==> config.mk <==
export PLATFORM = sky130hd
export DESIGN_NAME = adc_i2c_top
export DESIGN_NICKNAME = d
export VERILOG_FILES = /design/src/hdl/i2c_cmd_pkg.sv /design/src/hdl/adc_access_pkg.sv /design/src/hdl/i2c_byte_engine.sv /design/src/hdl/adc_access_ctrl.sv /design/src/hdl/adc_i2c_top.sv
export VERILOG_INCLUDE_DIRS = /design/src /design/src/hdl
export SDC_FILE = /design/constraint.sdc
export NUM_CORES = 1
export LEC_CHECK = 0
export BUFFER_PORTS_ARGS = -buffer_cell sky130_fd_sc_hd__buf_2
export CORE_MARGIN = 8
export CORE_UTILIZATION = 55
export DETAILED_ROUTE_END_ITERATION = 7
export PLACE_DENSITY = 0.8
export SETUP_SLACK_MARGIN = 0.5
export SLEW_MARGIN = 20
export SYNTH_ARGS = -nofsm -noshare
export SYNTH_HDL_FRONTEND = slang
export SYNTH_HIERARCHICAL = 1
export SYNTH_SLANG_ARGS = --single-unit
==> constraint.sdc <==
create_clock -name sys_clk -period 4 [get_ports sys_clk]
set_clock_uncertainty 0.1 [all_clocks]
set_input_delay 0.2 -clock sys_clk [delete_from_list [all_inputs] [get_ports sys_clk]]
set_output_delay 0.2 -clock sys_clk [all_outputs]
set_load 0.1 [all_outputs]
==> src/hdl/adc_i2c_settings.svh <==
/*
 * Build-time settings for the ADC I2C master: SCL timing and bus widths.
 * Included by the packages and by any module that sizes logic from them.
 */
`ifndef ADC_I2C_SETTINGS_SVH
`define ADC_I2C_SETTINGS_SVH

// system clocks per quarter of an SCL period
// one bit takes four quarters, so 4 here gives 16 clocks per bit
// must be 2 or more so that SDA can trail an SCL edge by a clock
`define ADC_I2C_SCL_QDIV 4

// 7-bit slave address, no 10-bit addressing
`define ADC_I2C_DEV_ID_W 7

// one I2C data byte
`define ADC_I2C_BYTE_W 8

// register address sent as the first byte after the device address
`define ADC_I2C_REG_ADDR_W 8

`endif

==> src/hdl/i2c_cmd_pkg.sv <==
/*
 * Bus-level types shared by the access sequencer and the I2C byte engine:
 * the byte payload, the per-byte command flags and the engine phases.
 */
`default_nettype none

`include "adc_i2c_settings.svh"

package i2c_cmd_pkg;

	typedef logic [`ADC_I2C_BYTE_W-1:0] i2c_byte_t;

	// one command moves one byte, start and stop are optional
	// bit order from lsb: start, write, read, stop, master_ack
	typedef struct packed {
		logic master_ack;
		logic stop;
		logic read;
		logic write;
		logic start;
	} i2c_cmd_t;

	typedef enum logic [2:0] {
		PH_IDLE,
		PH_START,
		PH_BIT,
		PH_ACK,
		PH_STOP
	} i2c_phase_t;

endpackage

`default_nettype wire

==> src/hdl/adc_access_pkg.sv <==
/*
 * Device-access types for the register sequencer: request fields,
 * sequencer states and the byte positions within a transaction.
 */
`default_nettype none

`include "adc_i2c_settings.svh"

package adc_access_pkg;

	typedef logic [`ADC_I2C_DEV_ID_W-1:0]   dev_id_t;
	typedef logic [`ADC_I2C_REG_ADDR_W-1:0] reg_addr_t;

	typedef enum logic [2:0] {
		ST_IDLE,
		ST_WRITE,
		ST_READ,
		ST_ABORT,
		ST_FINISH
	} access_state_t;

	// byte position, counted up on every finished byte
	typedef logic [2:0] access_step_t;

	localparam access_step_t STEP_DEV_ADDR  = 3'd0;
	localparam access_step_t STEP_REG_ADDR  = 3'd1;
	localparam access_step_t STEP_WR_DATA   = 3'd2;
	localparam access_step_t STEP_DEV_RD    = 3'd2;
	localparam access_step_t STEP_RD_FIRST  = 3'd3;
	localparam access_step_t STEP_RD_SECOND = 3'd4;

endpackage

`default_nettype wire

==> src/hdl/i2c_byte_engine.sv <==
/*
 * I2C bit engine: moves one byte per command, with optional (repeated) start,
 * the ack slot and optional stop. SDA is open drain, sda_oe pulls it low.
 */
`default_nettype none

`include "adc_i2c_settings.svh"

module i2c_byte_engine
	import i2c_cmd_pkg::*;
(
	input  wire             sys_clk,
	input  wire             sys_rst_n,
	input  wire i2c_cmd_t   cmd,
	input  wire             cmd_vld,
	input  wire i2c_byte_t  wr_data,
	input  wire             sda_in,
	output i2c_byte_t       rd_data,
	output logic            byte_done,
	output logic            ack_bad,
	output logic            busy,
	output logic            scl,
	output logic            sda_oe
);

	localparam int QDIV = `ADC_I2C_SCL_QDIV;
	localparam int QW = (QDIV > 1) ? $clog2(QDIV) : 1;
	localparam logic [QW-1:0] QLAST = QW'(QDIV - 1);

	i2c_phase_t phase;
	i2c_cmd_t cmd_r;
	logic [QW-1:0] qcnt;
	logic [1:0] qidx;
	logic [2:0] bit_idx;
	i2c_byte_t tx_shift;
	logic held;
	logic q_tick;
	logic bit_end;
	logic sample;
	logic scl_mid;
	logic scl_nxt;
	logic sda_nxt;

	assign q_tick = (qcnt == QLAST);
	assign bit_end = q_tick && (qidx == 2'd3);
	// SDA is read at the end of the SCL high time
	assign sample = q_tick && (qidx == 2'd2);
	assign scl_mid = (qidx == 2'd1) || (qidx == 2'd2);
	assign busy = (phase != PH_IDLE);

	// quarter-period divider, restarts with every command
	always_ff @(posedge sys_clk or negedge sys_rst_n) begin
		if (!sys_rst_n) begin
			qcnt <= '0;
			qidx <= 2'd0;
		end else if (phase == PH_IDLE) begin
			qcnt <= '0;
			qidx <= 2'd0;
		end else if (q_tick) begin
			qcnt <= '0;
			qidx <= qidx + 2'd1;
		end else begin
			qcnt <= qcnt + QW'(1);
		end
	end

	always_ff @(posedge sys_clk or negedge sys_rst_n) begin
		if (!sys_rst_n) begin
			phase <= PH_IDLE;
			cmd_r <= '0;
			bit_idx <= 3'd0;
			held <= 1'b0;
			byte_done <= 1'b0;
			ack_bad <= 1'b0;
		end else begin
			byte_done <= 1'b0;
			case (phase)
				PH_IDLE: begin
					if (cmd_vld) begin
						cmd_r <= cmd;
						bit_idx <= 3'(`ADC_I2C_BYTE_W - 1);
						ack_bad <= 1'b0;
						if (cmd.start)
							phase <= PH_START;
						else if (cmd.write || cmd.read)
							phase <= PH_BIT;
						else
							phase <= PH_STOP;
					end
				end
				PH_START: begin
					if (bit_end)
						phase <= PH_BIT;
				end
				PH_BIT: begin
					if (bit_end) begin
						bit_idx <= bit_idx - 3'd1;
						if (bit_idx == 3'd0)
							phase <= PH_ACK;
					end
				end
				PH_ACK: begin
					// high in the slot means the slave did not ack
					if (sample && cmd_r.write)
						ack_bad <= sda_in;
					if (bit_end) begin
						if (cmd_r.stop) begin
							phase <= PH_STOP;
						end else begin
							// bus stays owned, SCL parked low
							phase <= PH_IDLE;
							held <= 1'b1;
							byte_done <= 1'b1;
						end
					end
				end
				PH_STOP: begin
					if (bit_end) begin
						phase <= PH_IDLE;
						held <= 1'b0;
						byte_done <= 1'b1;
					end
				end
				default: phase <= PH_IDLE;
			endcase
		end
	end

	// data shifter and receiver, msb first
	always_ff @(posedge sys_clk) begin
		if (phase == PH_IDLE && cmd_vld)
			tx_shift <= wr_data;
		else if (phase == PH_BIT && bit_end)
			tx_shift <= {tx_shift[`ADC_I2C_BYTE_W-2:0], 1'b0};
		if (phase == PH_BIT && sample && cmd_r.read)
			rd_data <= {rd_data[`ADC_I2C_BYTE_W-2:0], sda_in};
	end

	// line levels per phase and quarter
	always_comb begin
		scl_nxt = 1'b1;
		sda_nxt = 1'b0;
		case (phase)
			PH_IDLE: scl_nxt = !held;
			PH_START: begin
				// SDA falls while SCL is high
				scl_nxt = scl_mid;
				sda_nxt = qidx[1];
			end
			PH_BIT: begin
				scl_nxt = scl_mid;
				sda_nxt = cmd_r.write && !tx_shift[`ADC_I2C_BYTE_W-1];
			end
			PH_ACK: begin
				scl_nxt = scl_mid;
				sda_nxt = cmd_r.read && cmd_r.master_ack;
			end
			PH_STOP: begin
				// SDA goes low one clock after SCL, then rises while SCL is high
				scl_nxt = (qidx != 2'd0);
				sda_nxt = ((qidx == 2'd0) && (qcnt != '0)) || (qidx == 2'd1);
			end
			default: ;
		endcase
	end

	always_ff @(posedge sys_clk or negedge sys_rst_n) begin
		if (!sys_rst_n) begin
			scl <= 1'b1;
			sda_oe <= 1'b0;
		end else begin
			scl <= scl_nxt;
			sda_oe <= sda_nxt;
		end
	end

	// the sequencer waits for byte_done before the next command
	a_no_cmd_when_busy: assert property (@(posedge sys_clk) disable iff (!sys_rst_n)
		cmd_vld |-> !busy);

	a_cmd_dir_onehot: assert property (@(posedge sys_clk) disable iff (!sys_rst_n)
		cmd_vld |-> !(cmd.write && cmd.read));

endmodule

`default_nettype wire

==> src/hdl/adc_access_ctrl.sv <==
/*
 * Register access sequencer for the ADC/DAC: turns write and read requests
 * into byte commands for the I2C engine, packs read data, reports NACKs.
 */
`default_nettype none

module adc_access_ctrl
	import i2c_cmd_pkg::*, adc_access_pkg::*;
(
	input  wire             sys_clk,
	input  wire             sys_rst_n,
	input  wire             wr_req,
	input  wire             rd_req,
	input  wire dev_id_t    device_id,
	input  wire reg_addr_t  reg_addr,
	input  wire i2c_byte_t  wr_data,
	input  wire i2c_byte_t  op_rd_data,
	input  wire             byte_done,
	input  wire             ack_bad,
	output i2c_cmd_t        cmd,
	output logic            cmd_vld,
	output i2c_byte_t       op_wr_data,
	output i2c_byte_t       rd_data,
	output logic            rd_data_vld,
	output logic            ready,
	output logic            nack_err
);

	// flags from lsb: start, write, read, stop, master_ack
	localparam i2c_cmd_t CMD_START_WR = 5'b00011;
	localparam i2c_cmd_t CMD_WR       = 5'b00010;
	localparam i2c_cmd_t CMD_WR_STOP  = 5'b01010;
	localparam i2c_cmd_t CMD_RD_ACK   = 5'b10100;
	localparam i2c_cmd_t CMD_RD_STOP  = 5'b01100;
	localparam i2c_cmd_t CMD_STOP     = 5'b01000;

	access_state_t state;
	access_step_t step;
	dev_id_t dev_id_r;
	reg_addr_t reg_addr_r;
	i2c_byte_t wr_data_r;
	i2c_byte_t rd_byte0;
	i2c_byte_t rd_byte1;
	logic accept;

	assign ready = (state == ST_IDLE);
	assign accept = ready && (wr_req || rd_req);

	always_ff @(posedge sys_clk or negedge sys_rst_n) begin
		if (!sys_rst_n) begin
			state <= ST_IDLE;
			step <= STEP_DEV_ADDR;
			rd_data <= '0;
			rd_data_vld <= 1'b0;
			nack_err <= 1'b0;
		end else begin
			rd_data_vld <= 1'b0;
			nack_err <= 1'b0;
			case (state)
				ST_IDLE: begin
					step <= STEP_DEV_ADDR;
					// write wins when both arrive
					if (wr_req)
						state <= ST_WRITE;
					else if (rd_req)
						state <= ST_READ;
				end
				ST_WRITE, ST_READ: begin
					if (byte_done) begin
						step <= step + 3'd1;
						if (ack_bad)
							state <= ST_ABORT;
						else if (state == ST_WRITE && step == STEP_WR_DATA)
							state <= ST_IDLE;
						else if (state == ST_READ && step == STEP_RD_SECOND)
							state <= ST_FINISH;
					end
				end
				ST_ABORT: begin
					if (byte_done) begin
						state <= ST_IDLE;
						nack_err <= 1'b1;
					end
				end
				ST_FINISH: begin
					// low nibble of second byte above high nibble of first
					rd_data <= {rd_byte1[3:0], rd_byte0[7:4]};
					rd_data_vld <= 1'b1;
					state <= ST_IDLE;
				end
				default: state <= ST_IDLE;
			endcase
		end
	end

	// command strobe, one cycle after each byte_done
	always_ff @(posedge sys_clk or negedge sys_rst_n) begin
		if (!sys_rst_n) begin
			cmd <= '0;
			cmd_vld <= 1'b0;
		end else begin
			cmd_vld <= 1'b0;
			if (accept) begin
				cmd_vld <= 1'b1;
				cmd <= CMD_START_WR;
			end else if (byte_done && ack_bad && (state == ST_WRITE || state == ST_READ)) begin
				cmd_vld <= 1'b1;
				cmd <= CMD_STOP;
			end else if (byte_done && state == ST_WRITE && step != STEP_WR_DATA) begin
				cmd_vld <= 1'b1;
				cmd <= (step == STEP_DEV_ADDR) ? CMD_WR : CMD_WR_STOP;
			end else if (byte_done && state == ST_READ && step != STEP_RD_SECOND) begin
				cmd_vld <= 1'b1;
				case (step)
					STEP_DEV_ADDR: cmd <= CMD_WR;
					STEP_REG_ADDR: cmd <= CMD_START_WR;
					STEP_DEV_RD:   cmd <= CMD_RD_ACK;
					default:       cmd <= CMD_RD_STOP;
				endcase
			end
		end
	end

	// request fields, outgoing byte and read bytes
	always_ff @(posedge sys_clk) begin
		if (accept) begin
			dev_id_r <= device_id;
			reg_addr_r <= reg_addr;
			wr_data_r <= wr_data;
			op_wr_data <= {device_id, 1'b0};
		end else if (byte_done && !ack_bad) begin
			if (step == STEP_DEV_ADDR)
				op_wr_data <= reg_addr_r;
			else if (step == STEP_REG_ADDR)
				op_wr_data <= (state == ST_WRITE) ? wr_data_r : {dev_id_r, 1'b1};
		end
		if (byte_done && state == ST_READ && step == STEP_RD_FIRST)
			rd_byte0 <= op_rd_data;
		if (byte_done && state == ST_READ && step == STEP_RD_SECOND)
			rd_byte1 <= op_rd_data;
	end

	// the engine only finishes a byte while a transaction owns the bus
	a_done_in_transfer: assert property (@(posedge sys_clk) disable iff (!sys_rst_n)
		byte_done |-> (state == ST_WRITE || state == ST_READ || state == ST_ABORT));

endmodule

`default_nettype wire

==> src/hdl/adc_i2c_top.sv <==
/*
 * Top level of the ADC/DAC I2C master: register access sequencer driving
 * the byte engine. SDA leaves as an open-drain pair, sda_oe and sda_in.
 */
`default_nettype none

module adc_i2c_top
	import i2c_cmd_pkg::*, adc_access_pkg::*;
(
	input  wire             sys_clk,
	input  wire             sys_rst_n,
	input  wire             wr_req,
	input  wire             rd_req,
	input  wire dev_id_t    device_id,
	input  wire reg_addr_t  reg_addr,
	input  wire i2c_byte_t  wr_data,
	output i2c_byte_t       rd_data,
	output logic            rd_data_vld,
	output logic            ready,
	output logic            nack_err,
	output logic            scl,
	output logic            sda_oe,
	input  wire             sda_in
);

	i2c_cmd_t cmd;
	logic cmd_vld;
	i2c_byte_t op_wr_data;
	i2c_byte_t op_rd_data;
	logic byte_done;
	logic ack_bad;

	adc_access_ctrl u_ctrl (
		.sys_clk     (sys_clk),
		.sys_rst_n   (sys_rst_n),
		.wr_req      (wr_req),
		.rd_req      (rd_req),
		.device_id   (device_id),
		.reg_addr    (reg_addr),
		.wr_data     (wr_data),
		.op_rd_data  (op_rd_data),
		.byte_done   (byte_done),
		.ack_bad     (ack_bad),
		.cmd         (cmd),
		.cmd_vld     (cmd_vld),
		.op_wr_data  (op_wr_data),
		.rd_data     (rd_data),
		.rd_data_vld (rd_data_vld),
		.ready       (ready),
		.nack_err    (nack_err)
	);

	// busy is left open, the sequencer paces itself on byte_done
	i2c_byte_engine u_engine (
		.sys_clk   (sys_clk),
		.sys_rst_n (sys_rst_n),
		.cmd       (cmd),
		.cmd_vld   (cmd_vld),
		.wr_data   (op_wr_data),
		.sda_in    (sda_in),
		.rd_data   (op_rd_data),
		.byte_done (byte_done),
		.ack_bad   (ack_bad),
		.busy      (),
		.scl       (scl),
		.sda_oe    (sda_oe)
	);

endmodule

`default_nettype wire

==> metrics <==
status=finished, final reports clean; R2R depth=6; Overflow after GRT=0; Synth Warn #=6; PwrDens=461 mW/mm^2; Final WS setup=1.65 ns; critical path class=reg -> reg; Non-Filler Instances=516; Die ar.=0.0108 mm^2; vias in the first global route=2848; Max Cap Viol=0; number of H-tree levels=3; clk sinks=96; Hold Crit Class=in -> reg; post-synthesis cell count=347; LEAKAGE=0.00212 uW; gr usage total=0.151; Hold Path Depth=3; initial antenna violation count=0; Avg WL per Cell=15.3 um; # diodes=0; I/O Buffers=40; clock latency on the worst-skew pair=0.35 ns; DR vias=2759; Final nets=450; antenna-violating nets left=0; Vert. Die Dim=104 um; core area=0.00761 mm^2; Area Overhead vs Synth=17.5%; Horiz. Die Dim=104 um; total I/O pin count=41; CTS max path bufs=2; 1st-iter DRT viols=170; Initial Utilization=0.558; global-route wire length before repair=13400 um; post-synthesis average cell area=12.2 um^2; hold violation count in the final report=0; CP max stage cell=o21ai_0; DRC Markers=0; CTS clk-pin slew, worst paths=0.08 ns; DR vias/cell=5.35; dpl hpwl=5100 um; f_max=425 MHz; max incr delay on CP=0.69 ns; drt first pass iters=4; Final GP Congestion=0.816; fin. max-slew vios=0; Post-Route WL=7910 um; CTS tree=done; peak supply drop=0.362 mV; share of cells above drive strength 1=0.191; Worst-Margin Slew=0.918 ns; Final Cycle Share=0.588; post-place setup slack=1.64 ns; Fin Setup TNS=0 ns; minimum clock period=2.35 ns; Setup-failing EPs final=0; Post-CTS Setup Bufs=0; largest net degree at the start of global routing=42; Post-Syn Area=0.00424 mm^2; syn nets=388; crit path max fanout=17; Crit. End Element=register; Root Driver=clkbuf_8; RSZ-0062 raised after global routing=false; Rel. slew slack=0.388; Req. time, crit path=3.88 ns; CTS buffer count=9; startpoint type of the worst setup path=register; dpl cells=475; placement row count=32; arrival time of the worst setup path=2.23 ns; CP Cell Sequence=inv_1 > ha_1 > nor2b_1 > buf_4 > nor2_1 > o21ai_0
[flip-flops by register name (all words and copies together), names as in the netlist, 3 cells and up]
| signal | cells |
|---|---|
| u_ctrl/cmd | 5 |
| u_engine/tx_shift | 8 |
| u_ctrl/reg_addr_r | 8 |
| u_ctrl/op_wr_data | 8 |
| u_ctrl/step | 3 |
| u_ctrl/dev_id_r | 7 |
| u_ctrl/rd_byte1 | 4 |
| u_engine/rd_data | 8 |
| u_engine/cmd_r | 4 |
| u_ctrl/wr_data_r | 8 |
| u_engine/phase | 3 |
| u_ctrl/rd_byte0 | 4 |
| u_ctrl/rd_data | 8 |
| u_ctrl/state | 3 |
| u_engine/bit_idx | 3 |
[cell usage in the layout, fill, tap and decap left out, types with 4 or more instances in the layout]
cell / instances
edfxtp_1: 54
nand2_1: 51
buf_2: 40
dfrtp_1: 40
dlygate4sd3_1: 25
nor2_1: 23
inv_1: 20
a21oi_1: 19
mux2i_1: 13
ha_1: 13
o21ai_1: 10
clkbuf_8: 9
mux2_2: 8
nor2b_1: 6
o21ai_0: 4
o31ai_1: 4
nor3_1: 4
[layout make-up]
cell class / instances / area (um^2)
clock inverter: 5 / 85.1
timing repair buffer: 68 / 473
tap: 102 / 128
inverter: 21 / 78.8
multi-input combinational: 213 / 1400
fill: 567 / 2620
clock buffer: 11 / 153
sequential: 96 / 2670
[worst max-delay path, delay by kind of cell, from the launching register on]
kind,cells,cell delay [ns]
buffers and inverters,2,0.31
adder cells (fa/ha/maj),1,0.20
flip-flops,1,0.45
AO/OA/AOI/OAI,1,0.69
AND/OR/NAND/NOR,2,0.22
[stage by stage]
step	hold WS [ns]	utilization	instance area (um^2)	total power, uW
global route	0.144	0.655	4990	2400
CTS	0.128	0.655	4990	2310
floorplan	-0.196	-	4240	1500
global placement	0.264	0.591	4500	1560
detailed placement	0.278	0.591	4500	1570
finish	0.140	0.655	4990	2300
[power by group]
part	leakage [uW]	internal, uW	total, uW	switching (uW)
clock	0.000116	395	724	329
sequential	0.00104	1150	1220	70.1
combinational	0.000973	134	350	216
total	0.00212	1680	2300	615
[per-layer routing]
metal  GRT usage  part of all wire  vias to the layer above
met5           0                 0                        -
met4      0.0496            0.0061                        0
met3      0.0458             0.044                        5
met2       0.253              0.51                       61
met1       0.182              0.44                     1329
li1            -                 -                     1364
[what timing repair did]
item                                   4_1_cts  5_1_grt
endpoints found under the hold margin       65        0
gates resized for setup                      0        0
hold buffers                                25        0
setup endpoints to repair                    0        0
[worst paths after layout]
| check | slack (ns) | start | end |
|---|---|---|---|
| setup / recovery | 1.65 | u_ctrl/step[1] | u_ctrl/op_wr_data[6] |
| hold / removal | 0.14 | rd_req | u_ctrl/cmd[0] |
| setup reg to reg | 1.65 | u_ctrl/step[1] | u_ctrl/op_wr_data[6] |
| hold reg to reg | 0.34 | u_engine/rd_data[7] | u_ctrl/rd_byte0[7] |
| max in group asynchronous | 2.81 | sys_rst_n | u_ctrl/step[1] |
| min in group asynchronous | 0.41 | sys_rst_n | u_ctrl/rd_data_vld |
No activity file was read; power rests on OpenSTA's default activity.
